**src/llki_pkg.sv**
```systemverilog
// Shared widths, types and message encodings for the LLKI protocol processor, imported by every RTL module
`default_nettype none

package llki_pkg;

  // --------------------
  // Bus widths and word types
  // --------------------
  localparam int REG_DATA_W = 64;
  localparam int REG_ADDR_W = 32;

  typedef logic [REG_DATA_W-1:0] reg_data_t;
  typedef logic [REG_ADDR_W-1:0] reg_addr_t;

  // --------------------
  // Message IDs carried in header bits 7:0
  // --------------------
  typedef enum logic [7:0] {
    MID_LOAD_KEY_REQ    = 8'h04,
    MID_CLEAR_KEY_REQ   = 8'h05,
    MID_KEY_STATUS_REQ  = 8'h06,
    MID_LOAD_KEY_ACK    = 8'h07,
    MID_CLEAR_KEY_ACK   = 8'h08,
    MID_KEY_STATUS_RESP = 8'h09,
    MID_ERROR_RESP      = 8'h0A
  } llki_msg_id_e;

  // Status codes carried in header bits 15:8
  typedef enum logic [7:0] {
    ST_GOOD            = 8'h00,
    ST_KEY_PRESENT     = 8'h01,
    ST_KEY_NOT_PRESENT = 8'h02,
    // Error group starts at 0x20
    ST_BAD_MSG_ID      = 8'h20,
    ST_BAD_MSG_LEN     = 8'h21,
    ST_KEY_OVERWRITE   = 8'h22,
    ST_LOSS_OF_SYNC    = 8'h23,
    ST_BAD_KEY_LEN     = 8'h24
  } llki_status_e;

  // Protocol FSM states
  typedef enum logic [2:0] {
    IDLE,
    MSG_CHECK,
    LOAD_KEY_WORDS,
    WAIT_COMPLETE,
    CLEAR_KEY,
    RESPONSE
  } llki_state_e;

  // Control/status word bit positions
  localparam int CTRLSTS_RESP_WAITING  = 0;
  localparam int CTRLSTS_READY_FOR_KEY = 1;

endpackage

`default_nettype wire

```
**src/llki_reg_decode.sv**
```systemverilog
// Register decode stage: address checks, acknowledge/error timing, read mux and send/receive strobes
`timescale 1ns/10ps
`default_nettype none

module llki_reg_decode import llki_pkg::*; #(
  parameter reg_addr_t CTRLSTS_ADDR  = 32'h0000_0000,
  parameter reg_addr_t SENDRECV_ADDR = 32'h0000_0008
) (
  input  wire logic      clk,
  input  wire logic      rst,
  // Host strobe port
  input  wire logic      reg_we_i,
  input  wire logic      reg_re_i,
  input  wire reg_addr_t reg_addr_i,
  output reg_data_t      reg_rdata_o,
  output logic           reg_err_o,
  output logic           reg_ack_o,
  // Status inputs
  input  wire logic      key_ready_i,
  input  wire logic      resp_waiting_i,
  input  wire reg_data_t resp_word_i,
  // Qualified strobes towards the FSM
  output logic           sr_write_o,
  output logic           sr_read_o
);

  logic [1:0] ctrlsts;
  logic       hit_ctrlsts;
  logic       hit_sendrecv;
  logic       addr_valid;
  logic       wr_ack_q;
  logic       wr_err_q;

  // --------------------
  // Address decode
  // --------------------
  assign hit_ctrlsts  = (reg_addr_i == CTRLSTS_ADDR);
  assign hit_sendrecv = (reg_addr_i == SENDRECV_ADDR);
  assign addr_valid   = hit_ctrlsts || hit_sendrecv;

  // Send/receive accesses go straight on to the message stage
  assign sr_write_o = reg_we_i && hit_sendrecv;
  assign sr_read_o  = reg_re_i && hit_sendrecv;

  // --------------------
  // Registered state
  // --------------------
  always_ff @(posedge clk or posedge rst) begin
    if (rst) begin
      ctrlsts  <= '0;
      wr_ack_q <= 1'b0;
      wr_err_q <= 1'b0;
    end else begin
      // Status bits are a one-cycle sample of the live levels
      ctrlsts[CTRLSTS_RESP_WAITING]  <= resp_waiting_i;
      ctrlsts[CTRLSTS_READY_FOR_KEY] <= key_ready_i;
      // Writes are answered on the following cycle
      wr_ack_q <= reg_we_i;
      // Control/status has no writable bits, so only unmapped writes fail
      wr_err_q <= reg_we_i && !addr_valid;
    end
  end

  // Read data mux, valid alongside the read strobe
  always_comb begin
    reg_rdata_o = '0;
    if (reg_re_i) begin
      if (hit_ctrlsts) begin
        reg_rdata_o[1:0] = ctrlsts;
      end else if (hit_sendrecv) begin
        reg_rdata_o = resp_word_i;
      end
    end
  end

  // Reads respond in the same cycle, writes one later
  assign reg_ack_o = reg_re_i || wr_ack_q;
  assign reg_err_o = (reg_re_i && !addr_valid) || wr_err_q;

endmodule

`default_nettype wire

```
**src/llki_msg_fsm.sv**
```systemverilog
// Message stage: LLKI protocol FSM that checks requests, drives the key port and builds responses
`timescale 1ns/10ps
`default_nettype none

module llki_msg_fsm import llki_pkg::*; (
  input  wire logic      clk,
  input  wire logic      rst,
  // Qualified send/receive accesses
  input  wire logic      sr_write_i,
  input  wire logic      sr_read_i,
  input  wire reg_data_t wdata_i,
  // Key discrete port
  input  wire logic      key_ready_i,
  input  wire logic      key_complete_i,
  input  wire logic      clear_key_ack_i,
  output reg_data_t      key_data_o,
  output logic           key_valid_o,
  output logic           clear_key_o,
  // Response towards the decode stage
  output logic           resp_waiting_o,
  output reg_data_t      resp_word_o
);

  llki_state_e state;
  logic [7:0]  msg_id;
  logic [7:0]  status;
  logic [15:0] msg_len;
  logic        key_fwd;

  // A key word is passed on only when the core can take it
  assign key_fwd = (state == LOAD_KEY_WORDS) && sr_write_i && key_ready_i && !key_complete_i;

  // --------------------
  // Protocol FSM
  // --------------------
  always_ff @(posedge clk or posedge rst) begin
    if (rst) begin
      state          <= IDLE;
      msg_id         <= '0;
      status         <= '0;
      msg_len        <= '0;
      key_valid_o    <= 1'b0;
      clear_key_o    <= 1'b0;
      resp_waiting_o <= 1'b0;
    end else begin
      // Pulse outputs default low
      key_valid_o    <= 1'b0;
      clear_key_o    <= 1'b0;
      // Response flag drops as soon as the host reads the word
      resp_waiting_o <= (state == RESPONSE) && !sr_read_i;

      case (state)
        IDLE: begin
          // Capture header fields, upper word bits are ignored
          if (sr_write_i) begin
            msg_id  <= wdata_i[7:0];
            status  <= wdata_i[15:8];
            msg_len <= wdata_i[31:16];
            state   <= MSG_CHECK;
          end
        end

        MSG_CHECK: begin
          state <= RESPONSE;
          case (msg_id)
            MID_LOAD_KEY_REQ: begin
              // Header counts in msg_len, so at least one key word is needed
              if (msg_len <= 16'd1) begin
                msg_id <= MID_ERROR_RESP;
                status <= ST_BAD_MSG_LEN;
              end else if (key_complete_i) begin
                msg_id <= MID_ERROR_RESP;
                status <= ST_KEY_OVERWRITE;
              end else begin
                state <= LOAD_KEY_WORDS;
              end
            end
            MID_CLEAR_KEY_REQ: begin
              if (msg_len != 16'd1) begin
                msg_id <= MID_ERROR_RESP;
                status <= ST_BAD_MSG_LEN;
              end else begin
                clear_key_o <= 1'b1;
                state       <= CLEAR_KEY;
              end
            end
            MID_KEY_STATUS_REQ: begin
              if (msg_len != 16'd1) begin
                msg_id <= MID_ERROR_RESP;
                status <= ST_BAD_MSG_LEN;
              end else begin
                msg_id <= MID_KEY_STATUS_RESP;
                status <= key_complete_i ? ST_KEY_PRESENT : ST_KEY_NOT_PRESENT;
              end
            end
            default: begin
              msg_id <= MID_ERROR_RESP;
              status <= ST_BAD_MSG_ID;
            end
          endcase
        end

        LOAD_KEY_WORDS: begin
          if (sr_write_i) begin
            if (!key_ready_i) begin
              // Word is dropped, host lost track of ready-for-key
              msg_id <= MID_ERROR_RESP;
              status <= ST_LOSS_OF_SYNC;
              state  <= RESPONSE;
            end else if (key_complete_i) begin
              // Too many words, wipe the partial key before answering
              msg_id      <= MID_ERROR_RESP;
              status      <= ST_BAD_KEY_LEN;
              clear_key_o <= 1'b1;
              state       <= CLEAR_KEY;
            end else begin
              key_valid_o <= 1'b1;
              if (msg_len == 16'd2) begin
                // Last key word of the request
                msg_id <= MID_LOAD_KEY_ACK;
                status <= ST_GOOD;
                state  <= WAIT_COMPLETE;
              end else begin
                msg_len <= msg_len - 16'd1;
              end
            end
          end
        end

        WAIT_COMPLETE: begin
          if (key_complete_i) begin
            state <= RESPONSE;
          end
        end

        CLEAR_KEY: begin
          // Hold the request until the core acknowledges
          if (clear_key_ack_i) begin
            if (msg_id != MID_ERROR_RESP) begin
              msg_id <= MID_CLEAR_KEY_ACK;
              status <= ST_GOOD;
            end
            state <= RESPONSE;
          end else begin
            clear_key_o <= 1'b1;
          end
        end

        RESPONSE: begin
          if (sr_read_i) begin
            state <= IDLE;
          end
        end

        default: begin
          state <= IDLE;
        end
      endcase
    end
  end

  // --------------------
  // Payload registers
  // --------------------
  always_ff @(posedge clk) begin
    if (key_fwd) begin
      key_data_o <= wdata_i;
    end
    // Response layout matches the header, length is always 1
    if (state == RESPONSE) begin
      resp_word_o <= {32'h0, 16'd1, status, msg_id};
    end else begin
      resp_word_o <= '0;
    end
  end

endmodule

`default_nettype wire

```
**src/llki_pp_top.sv**
```systemverilog
// Top level of the LLKI protocol processor, connecting the register decode and message stages
`timescale 1ns/10ps
`default_nettype none

module llki_pp_top import llki_pkg::*; #(
  parameter reg_addr_t CTRLSTS_ADDR  = 32'h0000_0000,
  parameter reg_addr_t SENDRECV_ADDR = 32'h0000_0008
) (
  input  wire logic      clk,
  input  wire logic      rst,
  // Host register port
  input  wire logic      reg_we_i,
  input  wire logic      reg_re_i,
  input  wire reg_addr_t reg_addr_i,
  input  wire reg_data_t reg_wdata_i,
  output reg_data_t      reg_rdata_o,
  output logic           reg_err_o,
  output logic           reg_ack_o,
  // Key discrete port
  output reg_data_t      key_data_o,
  output logic           key_valid_o,
  input  wire logic      key_ready_i,
  input  wire logic      key_complete_i,
  output logic           clear_key_o,
  input  wire logic      clear_key_ack_i
);

  // Stage to stage wires
  logic      sr_write;
  logic      sr_read;
  logic      resp_waiting;
  reg_data_t resp_word;

  // --------------------
  // Register decode stage
  // --------------------
  llki_reg_decode #(
    .CTRLSTS_ADDR  (CTRLSTS_ADDR),
    .SENDRECV_ADDR (SENDRECV_ADDR)
  ) u_reg_decode (
    .clk            (clk),
    .rst            (rst),
    .reg_we_i       (reg_we_i),
    .reg_re_i       (reg_re_i),
    .reg_addr_i     (reg_addr_i),
    .reg_rdata_o    (reg_rdata_o),
    .reg_err_o      (reg_err_o),
    .reg_ack_o      (reg_ack_o),
    .key_ready_i    (key_ready_i),
    .resp_waiting_i (resp_waiting),
    .resp_word_i    (resp_word),
    .sr_write_o     (sr_write),
    .sr_read_o      (sr_read)
  );

  // --------------------
  // Message stage
  // --------------------
  llki_msg_fsm u_msg_fsm (
    .clk             (clk),
    .rst             (rst),
    .sr_write_i      (sr_write),
    .sr_read_i       (sr_read),
    .wdata_i         (reg_wdata_i),
    .key_ready_i     (key_ready_i),
    .key_complete_i  (key_complete_i),
    .clear_key_ack_i (clear_key_ack_i),
    .key_data_o      (key_data_o),
    .key_valid_o     (key_valid_o),
    .clear_key_o     (clear_key_o),
    .resp_waiting_o  (resp_waiting),
    .resp_word_o     (resp_word)
  );

endmodule

`default_nettype wire

```
**config.mk**
```make
export PLATFORM = sky130hd
export DESIGN_NAME = llki_pp_top
export DESIGN_NICKNAME = d
export VERILOG_FILES = /design/src/llki_pkg.sv /design/src/llki_reg_decode.sv /design/src/llki_msg_fsm.sv /design/src/llki_pp_top.sv
export SDC_FILE = /design/constraint.sdc
export NUM_CORES = 1
export LEC_CHECK = 0
export BUFFER_PORTS_ARGS = -buffer_cell sky130_fd_sc_hd__buf_2
export CAP_MARGIN = 15
export CORE_MARGIN = 2
export CORE_UTILIZATION = 43
export DETAILED_ROUTE_END_ITERATION = 8
export GPL_TIMING_DRIVEN = 1
export PLACE_DENSITY = 0.76
export SETUP_SLACK_MARGIN = 0.05
export SYNTH_ARGS = -nofsm -noshare
export SYNTH_HDL_FRONTEND = slang
export SYNTH_SLANG_ARGS = --single-unit
```
**constraint.sdc**
```tcl
create_clock -name clk -period 3.05 [get_ports clk]
set_input_delay 0.305 -clock clk [delete_from_list [all_inputs] [get_ports clk]]
set_output_delay 0.305 -clock clk [all_outputs]
set_load 0.1 [all_outputs]
```
==> results.toml, run 1 <==
[outcome]
status = "finished, final reports clean"

[place]
routabilityCongestion = 0.892
pre_cts_slack_ps = 183
hpwlAfterDp_mm = 9.94
io_buffer_count = 187
dp_area_sq_um = 6450
numPlacedInstances = 818

[power]
power_frac_comb_pct = 24.6
irDropWorstVdd_uv = 448
leakagePower_nw = 3.23
clock_power_share_pct = 37.0
power_density_nw_per_um2 = 767
total_internal_power_mw = 3.72
power_mw = 5.42
netSwitchingPower_mw = 1.71
sw_frac_of_total_pct = 31.4
seq_power_share_pct = 38.4

[die]
height_of_the_die_microns = 117
initial_utilization_pct = 43.8
die_w_microns = 117
std_cell_rows = 41
num_io_pins = 235
die_area_sq_um = 13700
core_sq_um = 12600

[global_routing]
global_route.usage.total_pct = 19.7
globalRoute.totalOverflow = 0
grt_antenna_before_repair = 1
grt_pass1_vias = 3959
grt_pass1_wl_mm = 20.2
pin_count_of_the_biggest_net_entering_global_routing = 65

[logic_synthesis]
synthDominantCellAreaShare_pct = 34.9
syn-mean-instance-area_sq_um = 11.8
synth.yosys.warnings = 0
synth-seq-area-share_pct = 60.2
asyncSetResetFlopFracSynth_pct = 34.1
synth_cells = 468
synth-edff-count = 64
synth_area_leader_cell = "sky130_fd_sc_hd__edfxtp_1"
post_synth_instance_area_sq_um = 5500
synth_seq_cells = 123
commonest_register_cell_after_synthesis = "sky130_fd_sc_hd__edfxtp_1"
yosys-top-cells-area = "sky130_fd_sc_hd__edfxtp_1, sky130_fd_sc_hd__dfrtp_1, sky130_fd_sc_hd__buf_4"
most_instantiated_library_cell_after_synthesis = "sky130_fd_sc_hd__edfxtp_1"
netlist_top_cells_count = "sky130_fd_sc_hd__edfxtp_1, sky130_fd_sc_hd__buf_4, sky130_fd_sc_hd__dfrtp_1, sky130_fd_sc_hd__nor2_1, sky130_fd_sc_hd__a21oi_1"
ys_types = 63

[setup_path]
setup.worst_path.start_class = "flip-flop"
timing.critical_path.required_ps = 3330
ff2ff_setup_slack_ps = 150
ff_to_ff_end = "u_msg_fsm.status[4]$_DFFE_PP0P_"
critical_path.reg2reg.startpoint = "u_msg_fsm.msg_len[0]$_DFFE_PP0P_"
setup.worst_path.class = "flip-flop to flip-flop"
reg2reg_depth = 8
cp.arrival_ps = 3180
endpoint_kind = "flip-flop"
worst-path-max-fanout = 9

[routing]
met3WireLength_mm = 1.00
maxUsedRoutingLayer = "met4"
post_dr_vias_cell = 4.98
wire_per_inst_microns = 15.7
route.vias.total = 4247
finalWirelength_mm = 13.4
antenna_violating_nets_remaining = 0
met2_wirelength_mm = 6.83
drt_iter0_markers = 345
wl_met1_mm = 5.30
detail_route.drc_violations = 0
drtPass1Iterations = 5

[timing]
fin_setup_tns_ps = 0
final_critical_path_time_including_i_o_delays_and_setup_ps = 2900
tightest_slew_ps = 895
max_fclk_ghz = 0.345
hold_viol = 0
finalWorstSetupSlack_ps = 148
rsz_0062_raised_after_global_routing = "no"
final.setup_skew_ps = 9.80
finalCritPeriodShare_pct = 95.1
maxSlewViolCount = 0
timing.final.setup_violations = 0
timing.slew.headroom_pct = 40.1

[min_path]
min_delay_path_depth = 1
min-delay-start = "reg_wdata_i[63]"
hp-class = "primary input to flip-flop"
min_to = "u_msg_fsm.key_data_o[63]$_DFFE_PP_"

[final_layout]
finalNetCount = 772
multi_input_area_sq_um = 1810
area_growth_pct = 28.5
layout-drive-gt1-share_pct = 37.0
fin_cells = 852
fill_count = 1020
stdcell_area_sq_um = 7070
regArea_sq_um = 3310

[clock_network]
tritoncts.num_buffers = 17
clock_tree.root_cell = "sky130_fd_sc_hd__clkbuf_16"
clock_tree_from_tritoncts = "built"
cts_buffer_depth = 2
numClockSinks = 123
clk_pin_slew_ps = 60
worstSkewPairLatency_ps = 400
htreeDepth = 4

[flow_run]
max_cap_violations = 0
==> through the flow <==
stage / util (%) / hold slack (ps)
after floorplan: - / 331
after global placement: 51.3 / 332
after detailed placement: 51.3 / 336
after CTS: 56.2 / 55.0
after global routing: 56.2 / 53.6
final: 56.2 / 70.1
==> final cells by class <==
class                   count  share of cell area (%)
repair buffers            199                    14.7
clock buffers              20                    6.62
clock inverters            12                    1.95
diodes                      1                  0.0354
flip-flops and latches    123                    46.9
multi-input cells         304                    25.6
well taps                 172                    3.04
inverters                  21                    1.12
==> routing by layer <==
metal / vias up / global-route usage, %
met4: 0 / 7.22
met5: - / 0
li1: 1986 / -
met1: 2013 / 23.5
met3: 21 / 4.69
met2: 227 / 34.6
==> power by group through the flow <==
stage	clock (mW)	sequential, mW	combinational, mW
2_1_floorplan	0	2.08	1.17
3_3_place_gp	0	2.10	1.28
3_5_place_dp	0	2.10	1.32
4_1_cts	2.05	2.08	1.33
5_1_grt	2.12	2.10	1.44
6_report	2.01	2.08	1.34
==> critical path, cell delays in order (launching register included) <==
cell                      delay (ps)
sky130_fd_sc_hd__dfrtp_1         410
sky130_fd_sc_hd__inv_1           120
sky130_fd_sc_hd__ha_1            150
sky130_fd_sc_hd__or4b_1          430
sky130_fd_sc_hd__nor4_1          310
sky130_fd_sc_hd__nor3_1          130
sky130_fd_sc_hd__or4_1           790
sky130_fd_sc_hd__buf_4           300
sky130_fd_sc_hd__mux2i_1         130
==> flip-flops by register name, indices dropped and copies added (netlist names) <==
signal                    cells
u_msg_fsm.key_data_o         64
u_msg_fsm.resp_word_o        17
u_msg_fsm.msg_len            16
u_msg_fsm.msg_id              8
u_msg_fsm.status              8
u_msg_fsm.state               3
u_reg_decode.ctrlsts          2
u_msg_fsm.clear_key_o         1
u_msg_fsm.key_valid_o         1
u_msg_fsm.resp_waiting_o      1
u_reg_decode.wr_ack_q         1
u_reg_decode.wr_err_q         1
==> what timing repair did <==
action	4_1_cts	5_1_grt
hold buffers	1	0
gates resized for setup	0	1
setup buffers	0	0
endpoints found under the setup margin	0	15
endpoints found under the hold margin	22	0
==> cells by family (layout without fill, tap and decap cells) <==
group	Yosys count	in the layout	synth area share, %
AND/OR/NAND/NOR	148	148	14.9
flip-flops	123	123	60.2
buffers and inverters	87	252	10.0
AO/OA/AOI/OAI	86	86	9.91
multiplexers	19	19	4.00
adder cells (fa/ha/maj)	4	4	0.864
other	1	48	0.0681
==> worst max path at each step <==
| stage | end | slack (ps) | startpoint | depth (start not counted) |
|---|---|---|---|---|
| after floorplan | reg_rdata_o[0] | 480 | reg_addr_i[13] | 5 |
| after global placement | u_msg_fsm.status[6]$_DFFE_PP0P_ | 240 | u_msg_fsm.msg_len[0]$_DFFE_PP0P_ | 8 |
| after detailed placement | u_msg_fsm.msg_id[6]$_DFFE_PP0P_ | 180 | u_msg_fsm.msg_len[0]$_DFFE_PP0P_ | 8 |
| after CTS | u_msg_fsm.status[4]$_DFFE_PP0P_ | 160 | u_msg_fsm.msg_len[0]$_DFFE_PP0P_ | 8 |
| after global routing | u_msg_fsm.status[7]$_DFFE_PP0P_ | 50 | u_msg_fsm.msg_len[0]$_DFFE_PP0P_ | 8 |
| final | u_msg_fsm.status[4]$_DFFE_PP0P_ | 150 | u_msg_fsm.msg_len[0]$_DFFE_PP0P_ | 8 |
==> cells in the final DEF (no fill, tap or decap), types with 6 or more instances in the layout <==
cell | synthesis | layout
sky130_fd_sc_hd__nand2b_1 | 6 | 6
sky130_fd_sc_hd__nor4_1 | 11 | 11
sky130_fd_sc_hd__mux2_4 | 6 | 6
sky130_fd_sc_hd__edfxtp_1 | 64 | 64
sky130_fd_sc_hd__inv_1 | 21 | 20
sky130_fd_sc_hd__nand3_1 | 10 | 10
sky130_fd_sc_hd__nor2_1 | 33 | 33
sky130_fd_sc_hd__clkbuf_16 | 0 | 18
sky130_fd_sc_hd__o21ai_0 | 19 | 19
sky130_fd_sc_hd__conb_1 | 1 | 47
sky130_fd_sc_hd__dfrtp_1 | 42 | 42
sky130_fd_sc_hd__and2_1 | 23 | 22
sky130_fd_sc_hd__dfxtp_1 | 17 | 17
sky130_fd_sc_hd__mux2i_1 | 13 | 13
sky130_fd_sc_hd__a21oi_1 | 27 | 27
sky130_fd_sc_hd__nand2_1 | 24 | 24
sky130_fd_sc_hd__nor3_1 | 10 | 10
sky130_fd_sc_hd__buf_2 | 0 | 187
sky130_fd_sc_hd__buf_4 | 47 | 10
Note: power is estimated with default switching activity, not from simulation.
==> inputs of run 2 (changes only) <==
- CELL_PAD_IN_SITES_DETAIL_PLACEMENT: unset -> 2
- CELL_PAD_IN_SITES_GLOBAL_PLACEMENT: unset -> 2
- CORE_UTILIZATION: 43 -> 26
- PLACE_DENSITY: 0.76 -> unset
- PLACE_DENSITY_LB_ADDON: unset -> 0.1
- TNS_END_PERCENT: unset -> 50
==> results.toml, run 2 (synthesis gave the netlist of run 1 again) <==
[timing]
hold_viol = 0
timing.slew.headroom_pct = 30.3
fin_setup_tns_ps = 0
finalCritPeriodShare_pct = 91.1
rsz_0062_raised_after_global_routing = "yes"
timing.final.setup_violations = 0
max_fclk_ghz = 0.360
final_critical_path_time_including_i_o_delays_and_setup_ps = 2780
final.setup_skew_ps = 20.6
tightest_slew_ps = 1040
maxSlewViolCount = 0

[routing]
route.vias.total = 4341
wire_per_inst_microns = 18.7
drtPass1Iterations = 4
post_dr_vias_cell = 4.55
antenna_violating_nets_remaining = 0
detail_route.drc_violations = 0
drt_iter0_markers = 201
finalWirelength_mm = 17.9

[final_layout]
antennaDiodeCount = 0
largestRegisters = "u_msg_fsm.key_data_o: 64 flops, u_msg_fsm.resp_word_o: 17 flops, u_msg_fsm.msg_len: 16 flops"
fin_cells = 955
layout_commonest_cell = "sky130_fd_sc_hd__buf_2"
registers.top_by_ff_count = "u_msg_fsm.key_data_o"
fill_count = 2277
largest_reg_flops = 64
finalNetCount = 773
layout.cells.most_common_list = "sky130_fd_sc_hd__buf_2, sky130_fd_sc_hd__edfxtp_1, sky130_fd_sc_hd__conb_1"
final_core_utilization_pct = 35.7
area_growth_pct = 35.6
layout-drive-gt1-share_pct = 37.4

[die]
num_io_pins = 235
initial_utilization_pct = 26.3
die_w_microns = 149
std_cell_rows = 53
height_of_the_die_microns = 149
core_sq_um = 20900
die_area_sq_um = 22300

[global_routing]
grt_antenna_before_repair = 0
globalRoute.totalOverflow = 0
grt_pass1_wl_mm = 27.5
pin_count_of_the_biggest_net_entering_global_routing = 43
global_route.usage.total_pct = 16.4
grt_pass1_vias = 4607

[place]
hpwlAfterDp_mm = 13.6
routabilityCongestion = 0.743
numPlacedInstances = 923
io_buffer_count = 187

[clock_network]
tritoncts.num_buffers = 17
htreeDepth = 4
numClockSinks = 123
clk_pin_slew_ps = 60
worstSkewPairLatency_ps = 420
clock_tree.root_cell = "sky130_fd_sc_hd__clkbuf_16"
cts_buffer_depth = 2
clock_tree_from_tritoncts = "built"
post_cts_buffers = 0

[setup_path]
critical-path-slowest-cell = "sky130_fd_sc_hd__or4_4"
worst-path-max-fanout = 16
cp.arrival_ps = 3080
cp_slowest_stage_delay_ps = 570
setup.worst_path.start_class = "flip-flop"
timing.critical_path.required_ps = 3360
timing.critical_path.cells = "or4_4 -> nor3_4 -> a21oi_2 -> and4_4 -> or4_1 -> buf_12 -> mux2_4"
setup.worst_path.class = "flip-flop to flip-flop"
endpoint_kind = "flip-flop"

[flow_run]
max_cap_violations = 0

[power]
power_density_nw_per_um2 = 753
irDropWorstVdd_uv = 388
leakagePower_nw = 3.30

[min_path]
hp-class = "primary input to flip-flop"

[outcome]
status = "finished, final reports clean"
run 2: power by group:
group          switching, mW  internal, mW  total (mW)
Sequential             0.117          1.96        2.08
Combinational          0.910         0.499        1.41
Clock                  0.824          1.31        2.13
Total                   1.85          3.76        5.61
run 2: cell type report:
type                       count  area [sq um]  share of cell area (%)
timing repair buffer         200          1300                    17.4
multi-input combinational    304          1810                    24.3
sequential                   123          3310                    44.4
inverter                      21          78.8                    1.06
clock inverter                14           185                    2.48
tap                          275           344                    4.61
clock buffer                  18           429                    5.75
run 2: final timing paths:
check / startpoint / end / slack, ps / cells after the start
setup / recovery: u_msg_fsm.msg_len[4]$_DFFE_PP0P_ / u_msg_fsm.msg_id[3]$_DFFE_PP0P_ / 270 / 7
hold / removal: reg_wdata_i[44] / u_msg_fsm.key_data_o[44]$_DFFE_PP_ / 50 / 1
setup reg to reg: u_msg_fsm.msg_len[4]$_DFFE_PP0P_ / u_msg_fsm.msg_id[3]$_DFFE_PP0P_ / 270 / 7
hold reg to reg: u_msg_fsm.resp_waiting_o$_DFF_PP0_ / u_reg_decode.ctrlsts[0]$_DFF_PP0_ / 350 / 0
max in group asynchronous: rst / u_msg_fsm.msg_len[15]$_DFFE_PP0P_ / 2280 / 2
min in group asynchronous: rst / u_msg_fsm.status[0]$_DFFE_PP0P_ / 100 / 2
run 2: per-layer routing:
| metal | GRT usage (%) | wire (microns) | vias up |
|---|---|---|---|
| met4 | 4.62 | 225 | 0 |
| met3 | 4.70 | 1320 | 17 |
| li1 | - | - | 1989 |
| met2 | 26.8 | 8630 | 183 |
| met1 | 21.3 | 7710 | 2152 |
| met5 | 0 | 0 | - |
run 2: per-stage QoR:
| step | hold slack, ps | instance area (sq um) | power [mW] | worst slack, ps |
|---|---|---|---|---|
| after global placement | 334 | 6850 | 3.48 | 248 |
| after floorplan | 331 | 5680 | 3.25 | 477 |
| after CTS | 31.7 | 7460 | 5.70 | 133 |
| after detailed placement | 336 | 6850 | 3.53 | 169 |
| after global routing | 27.3 | 7460 | 5.94 | 40.0 |
| final | 51.0 | 7460 | 5.61 | 272 |
run 2: repair_timing:
action,4_1_cts,5_1_grt
gates resized for setup,0,1
setup endpoints to repair,0,19
hold buffers,0,0
run 2: worst max-delay path: cells and delay by family, from the launching register on:
kind / cells / cell delay (ps)
AO/OA/AOI/OAI: 1 / 150
multiplexers: 1 / 300
AND/OR/NAND/NOR: 4 / 1590
buffers and inverters: 1 / 200
flip-flops: 1 / 410
